<file path="config.mk">
export PLATFORM = sky130hd
export DESIGN_NAME = read_beat_buffer_flat
export DESIGN_NICKNAME = d
export VERILOG_FILES = /design/src/hdl/axi_mem_pkg.sv /design/src/hdl/burst_if.sv /design/src/hdl/read_beat_buffer.sv /design/src/flat_wrapper.sv
export SDC_FILE = /design/constraint.sdc
export NUM_CORES = 1
export LEC_CHECK = 0
export BUFFER_PORTS_ARGS = -buffer_cell sky130_fd_sc_hd__buf_2
export CORE_MARGIN = 2
export CORE_UTILIZATION = 39
export DETAILED_ROUTE_END_ITERATION = 16
export PLACE_DENSITY_LB_ADDON = 0.2
export SKIP_LAST_GASP = 1
export SLEW_MARGIN = 20
export SYNTH_ARGS = -nofsm -noshare
export SYNTH_HDL_FRONTEND = slang
export SYNTH_SLANG_ARGS = --single-unit
</file>
<file path="constraint.sdc">
create_clock -name clk_i -period 4.65 [get_ports clk_i]
set_clock_uncertainty 0.2 [all_clocks]
set_input_delay 0.2325 -clock clk_i [delete_from_list [all_inputs] [get_ports clk_i]]
set_output_delay 0.2325 -clock clk_i [all_outputs]
set_load 0.05 [all_outputs]
</file>
<file path="src/hdl/axi_mem_pkg.sv">
`default_nettype none

package axi_mem_pkg;

  // AXI bus widths
  localparam int ADDR_W = 16;
  localparam int DATA_W = 32;
  localparam int STRB_W = DATA_W / 8;
  localparam int ID_W   = 4;

  // AXI len field holds the number of beats minus one
  localparam int LEN_W  = 8;

  // Byte offset bits inside one bus word
  localparam int OFFS_W = $clog2(STRB_W);

  // Only response ever returned on B and R
  localparam logic [1:0] RESP_OKAY = 2'b00;

  // One byte address, seen either flat or as word index plus byte offset.
  // The flat view goes on the bus ports, the split view steps bursts and indexes the RAM
  typedef union packed {
    logic [ADDR_W-1:0] flat;
    struct packed {
      logic [ADDR_W-OFFS_W-1:0] word;
      logic [OFFS_W-1:0]        offs;
    } split;
  } mem_addr_t;

endpackage

`default_nettype wire

</file>
<file path="src/hdl/burst_if.sv">
`default_nettype none

interface burst_if import axi_mem_pkg::*; ();

  // Burst setup and beat stepping
  logic             load;
  mem_addr_t        start_addr;
  logic [LEN_W-1:0] len;
  logic [ID_W-1:0]  id;
  logic             step;

  // Current beat of the active burst
  mem_addr_t        addr;
  logic [LEN_W-1:0] beat_count;
  logic             last;
  logic [ID_W-1:0]  id_q;

  modport seq (
    output load, start_addr, len, id, step,
    input  last
  );

  modport cnt (
    input  load, start_addr, len, id, step,
    output addr, beat_count, last, id_q
  );

  modport data (
    input addr, beat_count, last, id_q
  );

endinterface

`default_nettype wire

</file>
<file path="src/hdl/read_beat_buffer.sv">
`default_nettype none

module read_beat_buffer import axi_mem_pkg::*; (
  input  logic              clk_i,
  input  logic              rst_i,
  input  logic              fill_i,
  input  logic [DATA_W-1:0] rdata_i,
  input  logic              r_ready_i,
  output logic              buf_free_o,
  output logic              r_valid_o,
  output logic [DATA_W-1:0] r_data_o,
  output logic [ID_W-1:0]   r_id_o,
  output logic [1:0]        r_resp_o,
  output logic              r_last_o,
  burst_if.data             bus
);

  logic pend_q;

  // RAM word lands one edge after the read, take it on the edge after that
  always_ff @(posedge clk_i) begin
    if (rst_i) begin
      pend_q    <= 1'b0;
      r_valid_o <= 1'b0;
    end else begin
      pend_q <= fill_i;
      if (pend_q) begin
        r_valid_o <= 1'b1;
      end else if (r_ready_i) begin
        r_valid_o <= 1'b0;
      end
    end
  end

  always_ff @(posedge clk_i) begin
    if (pend_q) begin
      r_data_o <= rdata_i;
      r_id_o   <= bus.id_q;
      r_last_o <= bus.last;
    end
  end

  assign buf_free_o = !pend_q && !r_valid_o;
  assign r_resp_o   = RESP_OKAY;

  // A stalled beat keeps valid and its payload
  a_r_stable: assert property (@(posedge clk_i) disable iff (rst_i)
    (r_valid_o && !r_ready_i) |=>
      (r_valid_o && $stable(r_data_o) && $stable(r_id_o) && $stable(r_last_o)))
    else $error("R beat changed while stalled");

endmodule

`default_nettype wire

</file>
<file path="src/flat_wrapper.sv">
// flat-port wrapper written by rule: the top's interface ports become plain ports
module read_beat_buffer_flat import axi_mem_pkg::*;
  (clk_i, rst_i, fill_i, rdata_i, r_ready_i, buf_free_o, r_valid_o, r_data_o, r_id_o, r_resp_o, r_last_o, bus_addr, bus_beat_count, bus_last, bus_id_q);
  burst_if bus_i ();
  input  logic clk_i;
  input  logic rst_i;
  input  logic fill_i;
  input  logic [DATA_W-1:0] rdata_i;
  input  logic r_ready_i;
  output logic buf_free_o;
  output logic r_valid_o;
  output logic [DATA_W-1:0] r_data_o;
  output logic [ID_W-1:0] r_id_o;
  output logic [1:0] r_resp_o;
  output logic r_last_o;
  input wire logic [$bits(bus_i.addr)-1:0] bus_addr;
  input wire logic [$bits(bus_i.beat_count)-1:0] bus_beat_count;
  input wire logic [$bits(bus_i.last)-1:0] bus_last;
  input wire logic [$bits(bus_i.id_q)-1:0] bus_id_q;
  assign bus_i.addr = bus_addr;
  assign bus_i.beat_count = bus_beat_count;
  assign bus_i.last = bus_last;
  assign bus_i.id_q = bus_id_q;
  read_beat_buffer u_core (.clk_i(clk_i), .rst_i(rst_i), .fill_i(fill_i), .rdata_i(rdata_i), .r_ready_i(r_ready_i), .buf_free_o(buf_free_o), .r_valid_o(r_valid_o), .r_data_o(r_data_o), .r_id_o(r_id_o), .r_resp_o(r_resp_o), .r_last_o(r_last_o), .bus(bus_i));
endmodule
</file>
==> out/metrics.cfg <==
[clock_tree]
cts_buffers=5
cts_tree=built
clkTransAtPathRegs_ns=0.11
htree_levels=2
cts_root_buffer=clkbuf_4
cts_setup_buffers=0
clk_latency_ns=0.32
cts.sinks=39
clk_path_buf_depth=2

[timing]
relSlewSlack=0.4409
tightest_slew_ns=0.8387
hold_viol=0
final_max_slew_viol_count=0
min_period_ns=2.016
fmax_mhz=496.1
rsz0062_at_grt=false
finalSetupViolations=0
fin_ws_ns=2.634
tns_ns=0
post-route-period-util=0.4335
whs_ns=0.4056

[die]
start_util=0.4025
row_count=20
ioPinCount=106
die_y_um=59.44
die-area_um2=3533
placeableCoreArea_um2=2978
chipWidth_um=59.44

[power]
p_leak_nw=0.9031
peakVddDrop_v=0.0002557
finalPower_mw=0.7307
power_density_nw_per_um2=347.6

[critical_path]
r2r-start=u_core.pend_q
cp_slowest_cell=dfxtp_2
r2r_slack_ns=2.68
crit_buf_inv=1
worst-path-stages=2
ff2ff_path_depth=3
critical_path_class=register to output port
arrival_ns=1.58
cp_max_fo=39
r2r_end=u_core.r_valid_o
crit_chain=nor2_1 > buf_2
worstPathRequired_ns=4.22
startpoint_type=register
cp-end-kind=output port
crit_path_max_incr_delay_ns=0.89
crit_family=flip-flops

[placed_design]
port_buffers=79
routabilityCongestion=0.6351
placedCellCount=158
place_ws_ns=3.018

[status]
status=finished clean

[finish]
layout-drive-gt1-share=0.5087
area_growth_pct=75.37
final_cells=206
diodes=0
nNetsFinal=237

[detailed_routing]
first_iter_violations=17
num_vias=861
vias_per_cell=4.180
drc=0
drtAntennaViolNets=0
wl_per_cell_um=12.23
wirelength_um=2519
drt_first_pass_iters=3

[grt]
overflow=0
grt_max_degree=40
met1_usage=0.1292
antenna_found_initial=0
grt.busiest_layer=met2
use_met3=0.06114
grt_pass1_wl_um=3546
grtUsageTotal=0.1458
grt_use_met2=0.2763
grt_pass1_vias=869

[synth]
yosysWarnings=0
synth_area_um2=1199
ys_types=9
syn_area_per_cell_um2=25.50
ys_ff_latch=39
seq_area_frac_synth=0.9603
netlist_instances=47

[hold_path]
worstHoldStart=rdata_i[13]
hold_depth=2
hp-class=primary input to register
hold_end=u_core.r_data_o[13]

[run]
maxCapViolCount=0

==> state kept, by name, indices dropped and copies added, names as in the netlist <==
signal and cells:
u_core.pend_q 1, u_core.r_data_o 32, u_core.r_id_o 4, u_core.r_last_o 1, u_core.r_valid_o 1
==> layout make-up <==
type | instances | area (um^2)
fillers | 180 | 875.8
repair buffers | 119 | 795.8
well taps | 33 | 41.29
flip-flops and latches | 39 | 1152
multi-input cells | 6 | 32.53
clock inverters | 3 | 38.79
inverters | 1 | 3.754
clock buffers | 5 | 37.54
==> metrics by stage <==
stage	utilization	area (um^2)
final	0.7059	2102
after global routing	0.7059	2102
after CTS	0.7059	2102
after detailed placement	0.5458	1625
after global placement	0.5458	1625
after floorplan	-	1202
==> cells in the mapped netlist, drive strengths merged <==
master | instances | area share
nand2b | 1 | 0.0052
nor2b | 1 | 0.0052
conb | 1 | 0.0031
inv | 1 | 0.0031
dfxtp | 2 | 0.033
nor2 | 1 | 0.0031
a21oi | 1 | 0.0073
buf | 2 | 0.013
edfxtp | 37 | 0.93
==> cells by family after synthesis <==
group / count (synthesis) / share of synthesized area
buffers and inverters: 3 / 0.01565
AOI/OAI and AO/OA: 1 / 0.007308
other: 1 / 0.003129
and+or+nand+nor: 3 / 0.01357
DFF: 39 / 0.9603
==> report_power, final <==
part / leakage [nW] / total, mW / switching, mW / internal (mW)
Sequential: 0.364 / 0.410 / 0.00894 / 0.401
Combinational: 0.496 / 0.111 / 0.0680 / 0.0434
Clock: 0.0426 / 0.209 / 0.0983 / 0.111
==> metal layers <==
layer	vias up	wire length, um
met5	-	0
met3	6	271
met2	57	1340
met4	0	37
li1	424	-
met1	374	870
==> worst register-to-register path, delay by kind of cell (launching register included) <==
| family | cells | cell delay (ns) |
|---|---|---|
| buffers and inverters | 2 | 0.69 |
| DFF | 1 | 0.89 |
| AOI/OAI and AO/OA | 1 | 0.14 |
==> worst max-delay path by stage <==
stage | start | end | slack (ns)
after floorplan | u_core.pend_q | buf_free_o | 2.60
after global placement | u_core.pend_q | buf_free_o | 3.04
after detailed placement | u_core.pend_q | buf_free_o | 3.02
after CTS | u_core.pend_q | buf_free_o | 2.64
after global routing | u_core.pend_q | buf_free_o | 2.48
final | u_core.pend_q | buf_free_o | 2.63
==> repair_timing <==
item,4_1_cts,5_1_grt
hold endpoints to repair,39,0
resized for setup,0,0
hold buffers,40,0
setup endpoints to repair,0,0
==> placed cells by master, fill, tap and decap left out, types with 2 or more instances in the layout <==
cell	count
conb_1	2
clkbuf_4	5
edfxtp_1	37
dlygate4sd3_1	40
buf_2	79
(Power assumes the default switching activity.)
