[config.mk]
export PLATFORM = sky130hd
export DESIGN_NAME = beat_monitor_flat
export DESIGN_NICKNAME = d
export VERILOG_FILES = /design/src/hdl/axi_mem_pkg.sv /design/src/hdl/burst_if.sv /design/src/hdl/beat_monitor.sv /design/src/flat_wrapper.sv
export SDC_FILE = /design/constraint.sdc
export NUM_CORES = 1
export LEC_CHECK = 0
export ABC_CLOCK_PERIOD_IN_PS = 800
export BUFFER_PORTS_ARGS = -buffer_cell sky130_fd_sc_hd__buf_2
export CORE_MARGIN = 3
export CORE_UTILIZATION = 43
export DETAILED_ROUTE_END_ITERATION = 8
export HOLD_SLACK_MARGIN = 0.02
export PLACE_DENSITY = 0.79
export RECOVER_POWER = 100
export SYNTH_ARGS = -nofsm -noshare
export SYNTH_HDL_FRONTEND = slang
export SYNTH_SLANG_ARGS = --single-unit
export TNS_END_PERCENT = 20
[constraint.sdc]
create_clock -name clk_i -period 0.8 [get_ports clk_i]
set_input_delay 0.08 -clock clk_i [delete_from_list [all_inputs] [get_ports clk_i]]
set_output_delay 0.08 -clock clk_i [all_outputs]
set_load 0.01 [all_outputs]
[src/hdl/axi_mem_pkg.sv]
`default_nettype none

package axi_mem_pkg;

  // AXI bus widths
  localparam int ADDR_W = 16;
  localparam int DATA_W = 32;
  localparam int STRB_W = DATA_W / 8;
  localparam int ID_W   = 4;

  // AXI len field holds the number of beats minus one
  localparam int LEN_W  = 8;

  // Byte offset bits inside one bus word
  localparam int OFFS_W = $clog2(STRB_W);

  // Only response ever returned on B and R
  localparam logic [1:0] RESP_OKAY = 2'b00;

  // One byte address, seen either flat or as word index plus byte offset.
  // The flat view goes on the bus ports, the split view steps bursts and indexes the RAM
  typedef union packed {
    logic [ADDR_W-1:0] flat;
    struct packed {
      logic [ADDR_W-OFFS_W-1:0] word;
      logic [OFFS_W-1:0]        offs;
    } split;
  } mem_addr_t;

endpackage

`default_nettype wire

[src/hdl/burst_if.sv]
`default_nettype none

interface burst_if import axi_mem_pkg::*; ();

  // Burst setup and beat stepping
  logic             load;
  mem_addr_t        start_addr;
  logic [LEN_W-1:0] len;
  logic [ID_W-1:0]  id;
  logic             step;

  // Current beat of the active burst
  mem_addr_t        addr;
  logic [LEN_W-1:0] beat_count;
  logic             last;
  logic [ID_W-1:0]  id_q;

  modport seq (
    output load, start_addr, len, id, step,
    input  last
  );

  modport cnt (
    input  load, start_addr, len, id, step,
    output addr, beat_count, last, id_q
  );

  modport data (
    input addr, beat_count, last, id_q
  );

endinterface

`default_nettype wire

[src/hdl/beat_monitor.sv]
`default_nettype none

module beat_monitor import axi_mem_pkg::*; (
  input  logic              clk_i,
  input  logic              rst_i,
  input  logic              w_fire_i,
  input  logic [DATA_W-1:0] w_data_i,
  input  logic              r_fire_i,
  input  logic [DATA_W-1:0] r_data_i,
  output logic              mon_w_valid_o,
  output logic [ADDR_W-1:0] mon_w_addr_o,
  output logic [DATA_W-1:0] mon_w_data_o,
  output logic [ID_W-1:0]   mon_w_id_o,
  output logic [LEN_W-1:0]  mon_w_beat_count_o,
  output logic              mon_w_last_o,
  output logic              mon_r_valid_o,
  output logic [ADDR_W-1:0] mon_r_addr_o,
  output logic [DATA_W-1:0] mon_r_data_o,
  output logic [ID_W-1:0]   mon_r_id_o,
  output logic [LEN_W-1:0]  mon_r_beat_count_o,
  output logic              mon_r_last_o,
  burst_if.data             bus
);

  // One-cycle pulse after each handshake
  always_ff @(posedge clk_i) begin
    if (rst_i) begin
      mon_w_valid_o <= 1'b0;
      mon_r_valid_o <= 1'b0;
    end else begin
      mon_w_valid_o <= w_fire_i;
      mon_r_valid_o <= r_fire_i;
    end
  end

  // Counter still shows the handshaking beat at this edge
  always_ff @(posedge clk_i) begin
    if (w_fire_i) begin
      mon_w_addr_o       <= bus.addr.flat;
      mon_w_data_o       <= w_data_i;
      mon_w_id_o         <= bus.id_q;
      mon_w_beat_count_o <= bus.beat_count;
      mon_w_last_o       <= bus.last;
    end
    if (r_fire_i) begin
      mon_r_addr_o       <= bus.addr.flat;
      mon_r_data_o       <= r_data_i;
      mon_r_id_o         <= bus.id_q;
      mon_r_beat_count_o <= bus.beat_count;
      mon_r_last_o       <= bus.last;
    end
  end

endmodule

`default_nettype wire

[src/flat_wrapper.sv]
// flat-port wrapper written by rule: the top's interface ports become plain ports
module beat_monitor_flat import axi_mem_pkg::*;
  (clk_i, rst_i, w_fire_i, w_data_i, r_fire_i, r_data_i, mon_w_valid_o, mon_w_addr_o, mon_w_data_o, mon_w_id_o, mon_w_beat_count_o, mon_w_last_o, mon_r_valid_o, mon_r_addr_o, mon_r_data_o, mon_r_id_o, mon_r_beat_count_o, mon_r_last_o, bus_addr, bus_beat_count, bus_last, bus_id_q);
  burst_if bus_i ();
  input  logic clk_i;
  input  logic rst_i;
  input  logic w_fire_i;
  input  logic [DATA_W-1:0] w_data_i;
  input  logic r_fire_i;
  input  logic [DATA_W-1:0] r_data_i;
  output logic mon_w_valid_o;
  output logic [ADDR_W-1:0] mon_w_addr_o;
  output logic [DATA_W-1:0] mon_w_data_o;
  output logic [ID_W-1:0] mon_w_id_o;
  output logic [LEN_W-1:0] mon_w_beat_count_o;
  output logic mon_w_last_o;
  output logic mon_r_valid_o;
  output logic [ADDR_W-1:0] mon_r_addr_o;
  output logic [DATA_W-1:0] mon_r_data_o;
  output logic [ID_W-1:0] mon_r_id_o;
  output logic [LEN_W-1:0] mon_r_beat_count_o;
  output logic mon_r_last_o;
  input wire logic [$bits(bus_i.addr)-1:0] bus_addr;
  input wire logic [$bits(bus_i.beat_count)-1:0] bus_beat_count;
  input wire logic [$bits(bus_i.last)-1:0] bus_last;
  input wire logic [$bits(bus_i.id_q)-1:0] bus_id_q;
  assign bus_i.addr = bus_addr;
  assign bus_i.beat_count = bus_beat_count;
  assign bus_i.last = bus_last;
  assign bus_i.id_q = bus_id_q;
  beat_monitor u_core (.clk_i(clk_i), .rst_i(rst_i), .w_fire_i(w_fire_i), .w_data_i(w_data_i), .r_fire_i(r_fire_i), .r_data_i(r_data_i), .mon_w_valid_o(mon_w_valid_o), .mon_w_addr_o(mon_w_addr_o), .mon_w_data_o(mon_w_data_o), .mon_w_id_o(mon_w_id_o), .mon_w_beat_count_o(mon_w_beat_count_o), .mon_w_last_o(mon_w_last_o), .mon_r_valid_o(mon_r_valid_o), .mon_r_addr_o(mon_r_addr_o), .mon_r_data_o(mon_r_data_o), .mon_r_id_o(mon_r_id_o), .mon_r_beat_count_o(mon_r_beat_count_o), .mon_r_last_o(mon_r_last_o), .bus(bus_i));
endmodule
==> metrics.cfg <==
[run_status]
status=finished, violations left
violations=setup timing

[synth]
ys_ff_latch=124
synth_compound_area_share_pct=0
muxShareOfSynthArea_pct=0
syn_avg_cell_area_sq_um=29.49
yosys_warnings=0
synth-simple-area-share_pct=0.3367
synth_xor_area_share_pct=0
synthDistinctLibCells=3
syn-cell-area_sq_um=3716
syn-instance-count=126
yosysSeqAreaShare_pct=99.66
syn_nets=223
synthAdderAreaFrac_pct=0
synth_top_family_by_area=simple AND/OR/NAND/NOR gates

[pwr]
powerDensity_nw_per_um2=2513
p_int_w=0.01289
switchingPower_w=0.003451
p_leak_nw=2.691
vdd_drop_max_mv=2.088
p_seq_share_pct=48.1
total_power_w=0.01634
combPwrFrac_pct=9.7
switching_share_pct=21.12
pwr-share-clk_pct=42.2

[critical_path]
cp_data_arrival_time_ns=1.06
critPathKind=reg -> out
crit_path_end_kind=primary output
cp_num_cells=1
required_ns=0.72
cp_max_fo=1
cpMaxStageDelayCell=edfxtp_1
crit_path_cell_trace=buf_6
cp_top_family=flip-flops
critPathMaxStageDelay_ns=0.42
crit_end=mon_r_beat_count_o[1]
critPathLaunch=u_core.mon_r_beat_count_o[1]
crit_buf_inv=1
startpoint_type=flop

[drt]
drc=0
firstDrtPassIters=4
routedWlPerCell_microns=18.11
initialDrtViolationCount=86
dr_total_vias=2610
via_per_inst=4.477
wl_mm=10.56
antenna_left=0

[timing]
fmax_ghz=0.8738
setup_viol=173
rsz0062_at_grt=true
fin_ws_ns=-0.3444
hold_ws_ns=0.2938
fin_crit_ns=1.144
period_share_pct=143.1
final_max_slew_viol_count=0
tightest_slew_ns=0.5558
relSlewSlack_pct=62.94
finalHoldViolCount=0

[clock_tree]
cts.clk_slew.worst_paths_ns=0.06
htree_levels=4
root_buffer=clkbuf_8
cts_tree=built
clock_sink_count=124
ctsLongestPathBuffers=2
numCtsBuffers=17

[layout]
area_growth_pct=75.02
diodes=0
final_cells=583
fin_util_pct=78.37
drive_above_1_share_pct=46.44
fin_nets=562

[die]
die-area_sq_um=9793
fp.dieH_microns=98.96
core.rowCount=33
io_pins=221
initial_core_util_pct=44.78
die_x_microns=98.96
core_sq_um=8299

[placed_design]
io_buffers=220
dp.cells=456
gp_congestion=0.7490
dpl.hpwl_mm=6.544

[hold_path]
holdCritPathClass=in -> reg
hold_depth=2

[global_routing]
grt_max_degree=40
overflow=0
antenna_found_initial=0
grt_pass1_wl_mm=15.84
grt.total_usage_pct=22.30
grt_pass1_vias=3002

[run]
drv_cap=0

==> cell usage in the layout, fill, tap and decap left out, drive strengths merged <==
master       synthesis  routed
buf                  0     189
bufinv               0       2
clkbuf               0      54
clkinv               0       8
clkinvlp             0       4
dfxtp                2       2
dlygate4sd3          0      95
edfxtp             122     122
nor2b                2       2
==> power groups by stage <==
stage / combinational [W] / sequential, W / clock [W]
detailed placement: 0.00122 / 0.00797 / 0
floorplan: 0.00000330 / 0.00826 / 0
global route: 0.00168 / 0.00790 / 0.00736
global placement: 0.00120 / 0.00793 / 0
CTS: 0.00161 / 0.00784 / 0.00704
finish: 0.00158 / 0.00786 / 0.00690
==> logic make-up (layout without fill, tap and decap cells) <==
group / Yosys count / count (layout)
DFF: 124 / 124
and+or+nand+nor: 2 / 2
buffers and inverters: 0 / 352
==> area by class of cell <==
cell class	instances	area, sq um
clock buffers	18	417.9
clock inverters	14	128.9
fillers	484	1795
multi-input cells	2	12.51
flip-flops and latches	124	3706
well taps	105	131.4
repair buffers	320	2107
==> Yosys cell counts, drive strengths merged <==
master	count	share of area, %
edfxtp	122	99
dfxtp	2	1.1
nor2b	2	0.34
==> sequential cells by signal, summed over array words and instances, names as in the netlist <==
signal	cells
u_core.mon_r_last_o	1
u_core.mon_w_last_o	1
u_core.mon_w_valid_o	1
u_core.mon_r_id_o	4
u_core.mon_w_addr_o	16
u_core.mon_w_beat_count_o	8
u_core.mon_w_id_o	4
u_core.mon_r_data_o	32
u_core.mon_r_valid_o	1
u_core.mon_w_data_o	32
u_core.mon_r_beat_count_o	8
u_core.mon_r_addr_o	16
==> worst min path at each step <==
| stage | startpoint | to | slack (ns) |
|---|---|---|---|
| after CTS | r_fire_i | u_core.mon_r_data_o[20] | 0.02 |
| after floorplan | rst_i | u_core.mon_r_valid_o | 0.15 |
| after global placement | r_data_i[14] | u_core.mon_r_data_o[14] | 0.26 |
| final | w_data_i[10] | u_core.mon_w_data_o[10] | 0.29 |
| after detailed placement | w_data_i[31] | u_core.mon_w_data_o[31] | 0.26 |
| after global routing | r_data_i[3] | u_core.mon_r_data_o[3] | 0.27 |
==> stage by stage <==
step | TNS [ns] | cell area [sq um] | setup WS [ns]
after floorplan | 0 | 3716 | 0.3262
after global placement | 0 | 5036 | 0.02420
after detailed placement | 0 | 5036 | 0.01820
after CTS | -39.08 | 6555 | -0.3857
after global routing | -41.84 | 6504 | -0.3860
final | -35.42 | 6504 | -0.3444
==> metal layers <==
| metal | wire length (microns) | global-route usage (%) | part of all wire (%) |
|---|---|---|---|
| met5 | 0 | 0 | 0 |
| met4 | 358 | 12.50 | 3.4 |
| met1 | 3265 | 20.48 | 31 |
| met2 | 6333 | 42.61 | 60 |
| met3 | 598 | 6.794 | 5.7 |
==> timing repair <==
| action | 4_1_cts | 5_1_grt |
|---|---|---|
| hold endpoints to repair | 129 | 0 |
| setup endpoints to repair | 124 | 149 |
| hold buffers | 95 | 0 |
| gates resized for setup | 5 | 4 |
| setup buffers | 0 | 0 |
Note: power is estimated with default switching activity, not from simulation.
