### src/hdl/axi_mem_pkg.sv
`default_nettype none

package axi_mem_pkg;

  // AXI bus widths
  localparam int ADDR_W = 16;
  localparam int DATA_W = 32;
  localparam int STRB_W = DATA_W / 8;
  localparam int ID_W   = 4;

  // AXI len field holds the number of beats minus one
  localparam int LEN_W  = 8;

  // Byte offset bits inside one bus word
  localparam int OFFS_W = $clog2(STRB_W);

  // Only response ever returned on B and R
  localparam logic [1:0] RESP_OKAY = 2'b00;

  // One byte address, seen either flat or as word index plus byte offset.
  // The flat view goes on the bus ports, the split view steps bursts and indexes the RAM
  typedef union packed {
    logic [ADDR_W-1:0] flat;
    struct packed {
      logic [ADDR_W-OFFS_W-1:0] word;
      logic [OFFS_W-1:0]        offs;
    } split;
  } mem_addr_t;

endpackage

`default_nettype wire

### src/hdl/burst_if.sv
`default_nettype none

interface burst_if import axi_mem_pkg::*; ();

  // Burst setup and beat stepping
  logic             load;
  mem_addr_t        start_addr;
  logic [LEN_W-1:0] len;
  logic [ID_W-1:0]  id;
  logic             step;

  // Current beat of the active burst
  mem_addr_t        addr;
  logic [LEN_W-1:0] beat_count;
  logic             last;
  logic [ID_W-1:0]  id_q;

  modport seq (
    output load, start_addr, len, id, step,
    input  last
  );

  modport cnt (
    input  load, start_addr, len, id, step,
    output addr, beat_count, last, id_q
  );

  modport data (
    input addr, beat_count, last, id_q
  );

endinterface

`default_nettype wire

### src/hdl/burst_sequencer.sv
`default_nettype none

module burst_sequencer import axi_mem_pkg::*; (
  input  logic              clk_i,
  input  logic              rst_i,
  input  logic              aw_valid_i,
  input  logic [ADDR_W-1:0] aw_addr_i,
  input  logic [ID_W-1:0]   aw_id_i,
  input  logic [LEN_W-1:0]  aw_len_i,
  output logic              aw_ready_o,
  input  logic              ar_valid_i,
  input  logic [ADDR_W-1:0] ar_addr_i,
  input  logic [ID_W-1:0]   ar_id_i,
  input  logic [LEN_W-1:0]  ar_len_i,
  output logic              ar_ready_o,
  input  logic              w_valid_i,
  input  logic [STRB_W-1:0] w_strb_i,
  input  logic              w_last_i,
  output logic              w_ready_o,
  output logic              b_valid_o,
  output logic [ID_W-1:0]   b_id_o,
  output logic [1:0]        b_resp_o,
  input  logic              b_ready_i,
  input  logic              buf_free_i,
  output logic              ram_we_o,
  output logic              ram_re_o,
  output logic [STRB_W-1:0] w_strb_o,
  burst_if.seq              bus
);

  localparam logic [1:0] IDLE  = 2'd0;
  localparam logic [1:0] WRITE = 2'd1;
  localparam logic [1:0] RESP  = 2'd2;
  localparam logic [1:0] READ  = 2'd3;

  logic [1:0]      state_q;
  logic            rd_served_q;
  logic            rd_busy_q;
  logic [ID_W-1:0] b_id_q;
  logic            aw_fire;
  logic            ar_fire;
  logic            w_fire;
  logic            rd_step;

  assign aw_fire   = aw_valid_i && aw_ready_o;
  assign ar_fire   = ar_valid_i && ar_ready_o;
  assign w_ready_o = (state_q == WRITE);
  assign w_fire    = w_valid_i && w_ready_o;
  assign b_valid_o = (state_q == RESP);
  assign b_id_o    = b_id_q;
  assign b_resp_o  = RESP_OKAY;
  assign ram_we_o  = w_fire;
  assign w_strb_o  = w_strb_i;

  // One read beat in flight; buffer empty again means the beat was taken
  assign ram_re_o = (state_q == READ) && buf_free_i && !rd_busy_q;
  assign rd_step  = (state_q == READ) && buf_free_i && rd_busy_q;

  assign bus.load            = aw_fire || ar_fire;
  assign bus.start_addr.flat = aw_fire ? aw_addr_i : ar_addr_i;
  assign bus.len             = aw_fire ? aw_len_i : ar_len_i;
  assign bus.id              = aw_fire ? aw_id_i : ar_id_i;
  assign bus.step            = w_fire || rd_step;

  always_ff @(posedge clk_i) begin
    if (rst_i) begin
      state_q     <= IDLE;
      aw_ready_o  <= 1'b0;
      ar_ready_o  <= 1'b0;
      rd_served_q <= 1'b1;  // write wins the first grant
      rd_busy_q   <= 1'b0;
    end else begin
      case (state_q)
        IDLE: begin
          if (aw_fire) begin
            aw_ready_o  <= 1'b0;
            rd_served_q <= 1'b0;
            state_q     <= WRITE;
          end else if (ar_fire) begin
            ar_ready_o  <= 1'b0;
            rd_served_q <= 1'b1;
            state_q     <= READ;
          end else if (!aw_ready_o && !ar_ready_o) begin
            // Alternate when both channels wait
            if (aw_valid_i && (!ar_valid_i || rd_served_q)) begin
              aw_ready_o <= 1'b1;
            end else if (ar_valid_i) begin
              ar_ready_o <= 1'b1;
            end
          end
        end
        WRITE: begin
          if (w_fire && bus.last) state_q <= RESP;
        end
        RESP: begin
          if (b_ready_i) state_q <= IDLE;
        end
        default: begin
          if (ram_re_o) begin
            rd_busy_q <= 1'b1;
          end else if (rd_step) begin
            rd_busy_q <= 1'b0;
            if (bus.last) state_q <= IDLE;
          end
        end
      endcase
    end
  end

  always_ff @(posedge clk_i) begin
    if (aw_fire) b_id_q <= aw_id_i;
  end

  // Master's W last must line up with the length latched from AW
  a_w_last_match: assert property (@(posedge clk_i) disable iff (rst_i)
    w_fire |-> (w_last_i == bus.last))
    else $error("W last flag does not match the AW burst length");

endmodule

`default_nettype wire

### src/flat_wrapper.sv
// flat-port wrapper written by rule: the top's interface ports become plain ports
module burst_sequencer_flat import axi_mem_pkg::*;
  (clk_i, rst_i, aw_valid_i, aw_addr_i, aw_id_i, aw_len_i, aw_ready_o, ar_valid_i, ar_addr_i, ar_id_i, ar_len_i, ar_ready_o, w_valid_i, w_strb_i, w_last_i, w_ready_o, b_valid_o, b_id_o, b_resp_o, b_ready_i, buf_free_i, ram_we_o, ram_re_o, w_strb_o, bus_load, bus_start_addr, bus_len, bus_id, bus_step, bus_last);
  burst_if bus_i ();
  input  logic clk_i;
  input  logic rst_i;
  input  logic aw_valid_i;
  input  logic [ADDR_W-1:0] aw_addr_i;
  input  logic [ID_W-1:0] aw_id_i;
  input  logic [LEN_W-1:0] aw_len_i;
  output logic aw_ready_o;
  input  logic ar_valid_i;
  input  logic [ADDR_W-1:0] ar_addr_i;
  input  logic [ID_W-1:0] ar_id_i;
  input  logic [LEN_W-1:0] ar_len_i;
  output logic ar_ready_o;
  input  logic w_valid_i;
  input  logic [STRB_W-1:0] w_strb_i;
  input  logic w_last_i;
  output logic w_ready_o;
  output logic b_valid_o;
  output logic [ID_W-1:0] b_id_o;
  output logic [1:0] b_resp_o;
  input  logic b_ready_i;
  input  logic buf_free_i;
  output logic ram_we_o;
  output logic ram_re_o;
  output logic [STRB_W-1:0] w_strb_o;
  output wire logic [$bits(bus_i.load)-1:0] bus_load;
  output wire logic [$bits(bus_i.start_addr)-1:0] bus_start_addr;
  output wire logic [$bits(bus_i.len)-1:0] bus_len;
  output wire logic [$bits(bus_i.id)-1:0] bus_id;
  output wire logic [$bits(bus_i.step)-1:0] bus_step;
  input wire logic [$bits(bus_i.last)-1:0] bus_last;
  assign bus_load = bus_i.load;
  assign bus_start_addr = bus_i.start_addr;
  assign bus_len = bus_i.len;
  assign bus_id = bus_i.id;
  assign bus_step = bus_i.step;
  assign bus_i.last = bus_last;
  burst_sequencer u_core (.clk_i(clk_i), .rst_i(rst_i), .aw_valid_i(aw_valid_i), .aw_addr_i(aw_addr_i), .aw_id_i(aw_id_i), .aw_len_i(aw_len_i), .aw_ready_o(aw_ready_o), .ar_valid_i(ar_valid_i), .ar_addr_i(ar_addr_i), .ar_id_i(ar_id_i), .ar_len_i(ar_len_i), .ar_ready_o(ar_ready_o), .w_valid_i(w_valid_i), .w_strb_i(w_strb_i), .w_last_i(w_last_i), .w_ready_o(w_ready_o), .b_valid_o(b_valid_o), .b_id_o(b_id_o), .b_resp_o(b_resp_o), .b_ready_i(b_ready_i), .buf_free_i(buf_free_i), .ram_we_o(ram_we_o), .ram_re_o(ram_re_o), .w_strb_o(w_strb_o), .bus(bus_i));
endmodule
### config.mk
export PLATFORM = sky130hd
export DESIGN_NAME = burst_sequencer_flat
export DESIGN_NICKNAME = d
export VERILOG_FILES = /design/src/hdl/axi_mem_pkg.sv /design/src/hdl/burst_if.sv /design/src/hdl/burst_sequencer.sv /design/src/flat_wrapper.sv
export SDC_FILE = /design/constraint.sdc
export NUM_CORES = 1
export LEC_CHECK = 0
export BUFFER_PORTS_ARGS = -buffer_cell sky130_fd_sc_hd__buf_2
export CAP_MARGIN = 10
export CELL_PAD_IN_SITES_DETAIL_PLACEMENT = 1
export CELL_PAD_IN_SITES_GLOBAL_PLACEMENT = 1
export CORE_MARGIN = 2
export CORE_UTILIZATION = 20
export DETAILED_ROUTE_END_ITERATION = 8
export PLACE_DENSITY_LB_ADDON = 0.12
export SLEW_MARGIN = 20
export SYNTH_ARGS = -nofsm -noshare
export SYNTH_HDL_FRONTEND = slang
export SYNTH_SLANG_ARGS = --single-unit
### constraint.sdc
create_clock -name clk_i -period 2.2 [get_ports clk_i]
set_clock_uncertainty 0.2 [all_clocks]
set_input_delay 0.44 -clock clk_i [delete_from_list [all_inputs] [get_ports clk_i]]
set_output_delay 0.44 -clock clk_i [all_outputs]
set_load 0.05 [all_outputs]
==> results of run 1 <==
-- kinds of logic (layout without fill, tap and decap cells) --
| kind of cell | count (synthesis) | in the layout |
|---|---|---|
| AOI/OAI and AO/OA | 13 | 13 |
| xor gates and xnor gates | 1 | 1 |
| adders and majority gates | 4 | 4 |
| buffers and inverters | 15 | 115 |
| DFF | 10 | 10 |
| muxes | 28 | 28 |
| other | 1 | 2 |
| and+or+nand+nor | 19 | 19 |
-- cells in the mapped netlist (all sizes together) --
cell	n
mux2	28
a311o	1
nor3	1
nor2	4
and2	1
a22oi	1
a21oi	5
nand2	6
conb	1
clkbuf	1
or2	2
buf	9
a31o	1
inv	5
nor4b	1
nor2b	1
and4	1
a31oi	1
edfxtp	4
dfxtp	6
ha	4
xor2	1
a21boi	1
a2111oi	1
o21ai	2
nand3	1
or3	1
-- power by group --
group / internal [mW] / total, mW / leakage, nW / switching, mW
sequential: 0.234 / 0.268 / 0.0864 / 0.0343
combinational: 0.379 / 1.05 / 0.711 / 0.674
clock: 0.119 / 0.186 / 0.0216 / 0.0667
-- what timing repair did --
action / CTS / global route
setup endpoints to repair: 28 / 29
gates resized for setup: 30 / 5
gates cloned: 1 / 1
pin swaps: 0 / 0
-- sequential cells by signal (all words and copies together), names as in the netlist --
register	cells
u_core.ar_ready_o	1
u_core.aw_ready_o	1
u_core.b_id_o	4
u_core.rd_busy_q	1
u_core.rd_served_q	1
u_core.state_q	2
-- per-layer routing --
metal | part of all wire [%] | routed length (um) | vias up | global-route usage (%)
li1 | - | - | 524 | -
met1 | 36 | 1230 | 485 | 13.7
met2 | 52 | 1810 | 73 | 26.1
met3 | 9.8 | 338 | 8 | 3.90
met4 | 2.0 | 69 | 0 | 5.56
met5 | 0 | 0 | - | 0
-- placed cells by master (no fill, tap or decap) --
master     netlist  layout
inv_1            5       4
a21oi_1          5       5
ha_1             4       4
xor2_1           1       1
and4_1           1       1
nor2b_1          1       1
clkbuf_8         0       3
or2_2            2       2
or3_1            1       1
nor3_1           1       1
mux2_2          28      28
clkbuf_4         0       1
a31o_2           1       1
o21ai_0          2       2
nand3_1          1       1
clkbuf_16        0       1
nor4b_1          1       1
nand2_1          5       4
edfxtp_1         4       4
buf_4            6      29
clkinv_4         0       1
dfxtp_2          0       2
nand2_2          1       2
a22oi_1          1       1
buf_16           0       1
conb_1           1       2
a31oi_1          1       1
dfxtp_1          6       4
a311o_1          1       1
buf_2            3      74
buf_12           0       1
and2_2           0       1
a2111oi_0        1       1
nor2_1           4       4
a21boi_0         1       1
-- worst register-to-register path: stages, from the launching register on --
cell and delay, ps:
dfxtp_1 380, inv_1 90, ha_1 200, nor2b_1 130, a311o_1 360, or3_1 370
a21oi_1 140
-- worst max-delay path by stage --
stage | start | endpoint | slack, ps | depth (start not counted)
2_1_floorplan | u_core.state_q[1]$_SDFFE_PP0P_ | bus_step | -60 | 4
3_3_place_gp | aw_valid_i | bus_len[6] | 50 | 6
3_5_place_dp | aw_valid_i | bus_len[6] | 40 | 6
4_1_cts | u_core.aw_ready_o$_SDFFE_PP0P_ | bus_len[6] | 2 | 5
5_1_grt | u_core.state_q[1]$_SDFFE_PP0P_ | bus_step | 20 | 5
6_report | u_core.aw_ready_o$_SDFFE_PP0P_ | bus_start_addr[6] | 90 | 5
-- final cells by class --
| class | instances | area, um^2 |
|---|---|---|
| Clock buffer | 3 | 41.3 |
| Multi-Input combinational cell | 67 | 568 |
| Fill cell | 523 | 2690 |
| Timing Repair Buffer | 107 | 668 |
| Sequential cell | 10 | 243 |
| Inverter | 5 | 23.8 |
| Tap cell | 52 | 65.1 |
==> results_dict.tcl, run 1 <==
set metrics [dict create \
    rsz0062_at_grt "false" \
    design.core.area_mm2 0.00429 \
    run_status "finished, final reports clean" \
    r2r_cells 6 \
    start_util_pct 20.6 \
    arrival_ps 1470 \
    root_buffer "clkbuf_8" \
    firstDrtPassIters 2 \
    synthCells 91 \
    postCtsSetupBuffers 0 \
    synth-simple-area-share_pct 11.2 \
    cts.sinks 10 \
    fin_setup_tns_ps 0 \
    crit_type "flip-flop to output pin" \
    cpLargestDelayFamily "buffers and inverters" \
    drv_slew 0 \
    r2r_start "u_core.state_q[0]$_SDFFE_PP0P_" \
    antenna_found_initial 0 \
    drc_errors 0 \
    ant_nets 0 \
    yosys.area.top_type_share_pct 35.7 \
    nets 267 \
    min_path_type "input port to flip-flop" \
    slowest_delay_ps 360 \
    end_kind "output pin" \
    synth_top_cell_by_area "mux2_2" \
    synth_xor_area_share_pct 0.992 \
    diodes 0 \
    ys_ff_latch 10 \
    die_area_mm2 0.00496 \
    synth_cell_type_count 29 \
    rrSetupSlack_ps 260 \
    maxCapViolations 0 \
    startpoint_type "flip-flop" \
    fin_crit_sh_pct 95.9 \
    cts_hold_buf 0 \
    fmax_ghz 0.474 \
    worst-path-buf-inv 3 \
    pre_cts_ws_ps 36.6 \
    vias 1090 \
    netlist_top_cells_area "mux2_2 (36%), dfxtp_1 (14%), edfxtp_1 (14%), ha_1 (5.7%), buf_4 (5.1%)" \
    place_hpwl_um 2720 \
    tritoncts "done" \
    ys_warn_count 0 \
    clkTransAtPathRegs_ps 50 \
    hold_slack_ps 196 \
    die_w_um 70.5 \
    synthAdderAreaFrac_pct 5.67 \
    worstHoldPathCells 1 \
    r2r-end "u_core.state_q[1]$_SDFFE_PP0P_" \
    routed_wl_um 3450 \
    fin_util_pct 37.5 \
    first_global_vias 1243 \
    rows 24 \
    power_mw 1.51 \
    yosysSeqAreaShare_pct 27.2 \
    drt_iter0_markers 18 \
    die_h_um 70.5 \
    p_leak_nw 0.819 \
    netlist_area_um2 883 \
    min_period_ps 2110 \
    wl_per_cell_um 14.1 \
    dpl-instance-area_mm2 0.00143 \
    grt.overflow.total 0 \
    layout-drive-gt1-share_pct 76.6 \
    hold_end "u_core.b_id_o[1]$_DFFE_PP_" \
    place_inst 239 \
    viasPerCell 4.47 \
    synth_area_per_cell_um2 9.71 \
    gp_congestion 0.741 \
    min_from "aw_id_i[1]" \
    synth_top_family_by_area "multiplexers" \
    setup_viol_count_final 0 \
    port_buffers 103 \
    peakVddDrop_mv 0.289 \
    grt_max_degree 17 \
    cts_buffers 3 \
    path_max_fanout 16 \
    p_per_area_mw_per_mm2 936 \
    hold_viol_final 0 \
    grt_pass1_wl_um 5500 \
    finalNonFillerCells 244 \
    cts.path.max_buffers 2 \
    finalInstanceArea_mm2 0.00161 \
    worst_path_max_delay_cell "dfxtp_2" \
    io-pin-count 115 \
    grtUsageTotal_pct 13.7 \
    timing.final.ws_setup_ps 89.2 \
    required_ps 1560 \
    synth_mux_area_share_pct 35.7 \
    path_cells "nand2_2 -> clkinv_4 -> buf_16 -> mux2_2 -> buf_4" \
    insertion_delay_ps 230 \
    area_delta_synth_final_pct 82.2 \
    synth-compound-area-share_pct 9.49 \
    h-tree-depth 1 \
]
Note: power is estimated with default switching activity, not from simulation.
==> run 2, diff against run 1 <==
--- a/config.mk
+++ b/config.mk
@@ -9,7 +9,6 @@
 export CAP_MARGIN = 10
 export CELL_PAD_IN_SITES_DETAIL_PLACEMENT = 1
 export CELL_PAD_IN_SITES_GLOBAL_PLACEMENT = 1
-export CORE_MARGIN = 2
 export CORE_UTILIZATION = 20
 export DETAILED_ROUTE_END_ITERATION = 8
 export PLACE_DENSITY_LB_ADDON = 0.12
==> constraint.sdc (replaced) <==
create_clock -name clk_i -period 2.2 [get_ports clk_i]
set_clock_uncertainty 0.2 [all_clocks]
set_input_delay 0.11 -clock clk_i [delete_from_list [all_inputs] [get_ports clk_i]]
set_output_delay 0.11 -clock clk_i [all_outputs]
set_load 0.05 [all_outputs]
==> run 2 against run 1 <==
Effect of this change: fmax rose by 6.4%; clock-buffer cell count rose by 1; worst hold slack got worse by 180 ps; die area fell by 5.6%; sequential share of layout area rose by 0.65 points; critical endpoint is now bus_len[4].
==> results_dict.tcl, run 2 (synthesized netlist as in run 1, its figures left out) <==
set metrics [dict create \
    design.core.area_mm2 0.00412 \
    firstDrtPassIters 3 \
    die_area_mm2 0.00469 \
    path_max_fanout 33 \
    fmax_ghz 0.504 \
    port_buffers 103 \
    crit_type "flip-flop to output pin" \
    run_status "finished, final reports clean" \
    cts.sinks 10 \
    antenna_found_initial 0 \
    root_buffer "clkbuf_8" \
    ant_nets 0 \
    h-tree-depth 1 \
    layout-drive-gt1-share_pct 71.8 \
    min_period_ps 1980 \
    setup_viol_count_final 0 \
    area_delta_synth_final_pct 72.8 \
    cts.path.max_buffers 2 \
    grt.overflow.total 0 \
    rows 23 \
    gp_congestion 0.697 \
    peakVddDrop_mv 0.413 \
    grt_max_degree 34 \
    io-pin-count 115 \
    startpoint_type "flip-flop" \
    viasPerCell 4.38 \
    hold_viol_final 0 \
    p_leak_nw 0.798 \
    finalInstanceArea_mm2 0.00153 \
    die_w_um 68.5 \
    largest_register_ffs 4 \
    first_global_vias 1115 \
    fin_setup_tns_ps 0 \
    postCtsSetupBuffers 0 \
    required_ps 1890 \
    fin_crit_sh_pct 90.2 \
    clkTransAtPathRegs_ps 50 \
    finalNonFillerCells 245 \
    grtUsageTotal_pct 13.7 \
    routed_wl_um 3150 \
    tritoncts "done" \
    grt_pass1_wl_um 4700 \
    place_inst 236 \
    rsz0062_at_grt "false" \
    min_path_type "input port to output pin" \
    arrival_ps 1670 \
    diodes 0 \
    nets 269 \
    dpl-instance-area_mm2 0.00142 \
    drt_iter0_markers 14 \
    wl_per_cell_um 12.8 \
    most-common-layout-cells "buf_2 (103), mux2_2 (28), dfxtp_1 (6)" \
    drv_slew 0 \
    drc_errors 0 \
    place_hpwl_um 2740 \
    cts_buffers 3 \
    maxCapViolations 0 \
    die_h_um 68.5 \
    final_common_cell "buf_2" \
    start_util_pct 21.5 \
    p_per_area_mw_per_mm2 949 \
    vias 1074 \
    insertion_delay_ps 230 \
    end_kind "output pin" \
]
run 2: repair_timing:
action / in CTS / in global routing
setup endpoints to repair: 0 / 0
endpoints found under the hold margin: 10 / 0
hold buffers: 5 / 0
resized for setup: 0 / 0
run 2: path summary, 6_finish.rpt:
check,startpoint,end,slack [ps],cells past startpoint
max,u_core.aw_ready_o$_SDFFE_PP0P_,bus_len[4],220,5
max reg2reg,u_core.state_q[0]$_SDFFE_PP0P_,u_core.state_q[1]$_SDFFE_PP0P_,280,6
min reg2reg,u_core.state_q[1]$_SDFFE_PP0P_,u_core.state_q[1]$_SDFFE_PP0P_,350,2
min,w_strb_i[3],w_strb_o[3],20,0
run 2: area by class of cell:
type / instances / area (um^2)
fillers: 521 / 2590
repair buffers: 109 / 586
multi-input cells: 67 / 564
flip-flops and latches: 10 / 240
well taps: 50 / 62.6
clock buffers: 4 / 55.1
inverters: 5 / 18.8
run 2: worst max-delay path, cell delays in order, from the launching register on:
cell and delay (ps):
dfxtp_1 380, nand2_1 150, inv_1 130, buf_12 200
mux2_2 360, buf_2 210
run 2: metal layers:
layer,vias up,GRT usage (%),share of wire [%],wire length (um)
met4,0,4.69,1.3,42
met1,481,12.2,33,1020
met5,-,0,0,0
li1,525,-,-,-
met3,4,5.67,9.7,304
met2,64,27.1,56,1780
run 2: where the power goes:
group	internal (mW)	total, mW	switching [mW]
sequential	0.232	0.265	0.0330
combinational	0.308	0.960	0.653
clock	0.157	0.224	0.0673
run 2: through the flow:
step / setup slack (ps) / hold WS, ps / utilization (%) / total power [mW]
after detailed placement: 288 / 20.3 / 34.5 / 1.23
after CTS: 178 / 20.3 / 37.1 / 1.47
after global placement: 341 / 20.3 / 34.5 / 1.21
after global routing: 96.7 / 20.1 / 37.1 / 1.55
final: 216 / 20.0 / 37.1 / 1.45
after floorplan: 125 / -20.9 / - / 1.02
==> run 3, diff against run 2 <==
==> constraint.sdc (replaced) <==
create_clock -name clk_i -period 2.2 [get_ports clk_i]
set_clock_uncertainty 0.2 [all_clocks]
set_input_delay 0.44 -clock clk_i [delete_from_list [all_inputs] [get_ports clk_i]]
set_output_delay 0.44 -clock clk_i [all_outputs]
set_load 0.05 [all_outputs]
==> run 3 against run 2 <==
Effect of this change: combinational power increased by 9%; sequential share of layout area down 0.78 points; worst hold slack better by 180 ps; critical path type unchanged; largest cell class unchanged.
==> results_dict.tcl, run 3 (synthesized netlist as in run 1, its figures left out) <==
set metrics [dict create \
    tritoncts "done" \
    die_w_um 68.5 \
    r2r_start "u_core.state_q[0]$_SDFFE_PP0P_" \
    r2r-end "u_core.state_q[1]$_SDFFE_PP0P_" \
    place_hpwl_um 2720 \
    peakVddDrop_mv 0.287 \
    start_util_pct 21.5 \
    port_buffers 103 \
    cts_buffers 3 \
    fin_crit_sh_pct 95.7 \
    design.core.area_mm2 0.00412 \
    run_status "finished, final reports clean" \
    grt_pass1_wl_um 4960 \
    place_inst 237 \
    path_max_fanout 9 \
    path_cells "nand2_2 -> clkinv_4 -> buf_12 -> mux2_2 -> clkbuf_4" \
    root_buffer "clkbuf_8" \
    endpoint "bus_start_addr[2]" \
    clkTransAtPathRegs_ps 50 \
    die_h_um 68.5 \
    fmax_ghz 0.475 \
    firstDrtPassIters 3 \
    startpoint_type "flip-flop" \
    cts.path.max_buffers 2 \
    multi_input_area_um2 568 \
    p_leak_nw 0.834 \
    die_area_mm2 0.00469 \
    ant_nets 0 \
    antenna_found_initial 0 \
    viasPerCell 4.41 \
    io-pin-count 115 \
    fillCellCount 512 \
    drv_slew 0 \
    rows 23 \
    diodes 0 \
    hold_viol_final 0 \
    worst_path_max_delay_cell "dfxtp_2" \
    arrival_ps 1470 \
    wl_per_cell_um 13.9 \
    p_per_area_mw_per_mm2 949 \
    nets 269 \
    h-tree-depth 1 \
    grt.overflow.total 0 \
    rsz0062_at_grt "false" \
    rrSetupSlack_ps 260 \
    slowest_delay_ps 370 \
    required_ps 1560 \
    routed_wl_um 3410 \
    r2r_cells 6 \
    maxCapViolations 0 \
    startpoint "u_core.aw_ready_o$_SDFFE_PP0P_" \
    end_kind "output pin" \
    layout-drive-gt1-share_pct 76.9 \
    grt_max_degree 18 \
    cts.sinks 10 \
    grtUsageTotal_pct 14.3 \
    min_period_ps 2110 \
    finalNonFillerCells 245 \
    setup_viol_count_final 0 \
    final_common_cell "buf_2" \
    drc_errors 0 \
    most-common-layout-cells "buf_2 (79), mux2_2 (28), buf_4 (26)" \
    vias 1081 \
    min_path_type "input port to flip-flop" \
    drt_iter0_markers 9 \
    crit_type "flip-flop to output pin" \
    largest_register_ffs 4 \
    power_mw 1.54 \
    gp_congestion 0.700 \
    insertion_delay_ps 230 \
    first_global_vias 1104 \
    area_delta_synth_final_pct 83.7 \
    seqCellArea_um2 243 \
]
## run 3: worst min path at each step
| stage | from | to | depth (start not counted) |
|---|---|---|---|
| 3_5_place_dp | u_core.aw_ready_o$_SDFFE_PP0P_ | u_core.aw_ready_o$_SDFFE_PP0P_ | 2 |
| 6_report | aw_id_i[0] | u_core.b_id_o[0]$_DFFE_PP_ | 1 |
| 4_1_cts | aw_id_i[0] | u_core.b_id_o[0]$_DFFE_PP_ | 1 |
| 3_3_place_gp | u_core.state_q[1]$_SDFFE_PP0P_ | u_core.state_q[1]$_SDFFE_PP0P_ | 2 |
| 2_1_floorplan | u_core.state_q[1]$_SDFFE_PP0P_ | u_core.state_q[1]$_SDFFE_PP0P_ | 2 |
| 5_1_grt | aw_id_i[0] | u_core.b_id_o[0]$_DFFE_PP_ | 1 |
## run 3: where the power goes
part	total, mW	switching (mW)	internal [mW]
registers	0.270	0.0363	0.234
logic	1.05	0.670	0.378
clock network	0.222	0.0656	0.157
total	1.54	0.772	0.769
## run 3: final cells by class
| class | count | area share, % |
|---|---|---|
| sequential | 10 | 15.0 |
| inverter | 5 | 1.46 |
| tap | 50 | 3.86 |
| clock buffer | 4 | 3.39 |
| multi-input combinational | 67 | 35.0 |
| timing repair buffer | 109 | 41.3 |
## run 3: routing by layer
layer  vias to the layer above  part of all wire, %  wire, um  GRT usage, %
met4                         0                 0.79        27          4.69
met1                       493                   37      1250          15.5
li1                        526                    -         -             -
met5                         -                    0         0             0
met3                         2                   10       341          5.00
met2                        60                   53      1800          25.6
## run 3: what timing repair did
item / 4_1_cts / 5_1_grt
setup buffers: 0 / 2
gates cloned: 1 / 1
hold buffers: 0 / 0
pin swaps: 0 / 0
endpoints found under the setup margin: 26 / 29
resized for setup: 25 / 5
## run 3: per-stage QoR
stage	TNS (ps)	cell area, um^2	hold WS (ps)	worst slack (ps)	util (%)
global route	0	1620	193	9.45	39.4
CTS	0	1570	190	0.486	38.2
floorplan	-63.7	890	276	-63.7	-
global placement	0	1430	316	68.2	34.8
detailed placement	0	1430	331	50.6	34.8
finish	0	1620	199	93.8	39.4
## run 3: worst max-delay path, delay by kind of cell, from the launching register on
kind / cells / cell delay [ps]
buffers and inverters: 3 / 430
muxes: 1 / 330
and+or+nand+nor: 1 / 90
DFF: 1 / 370
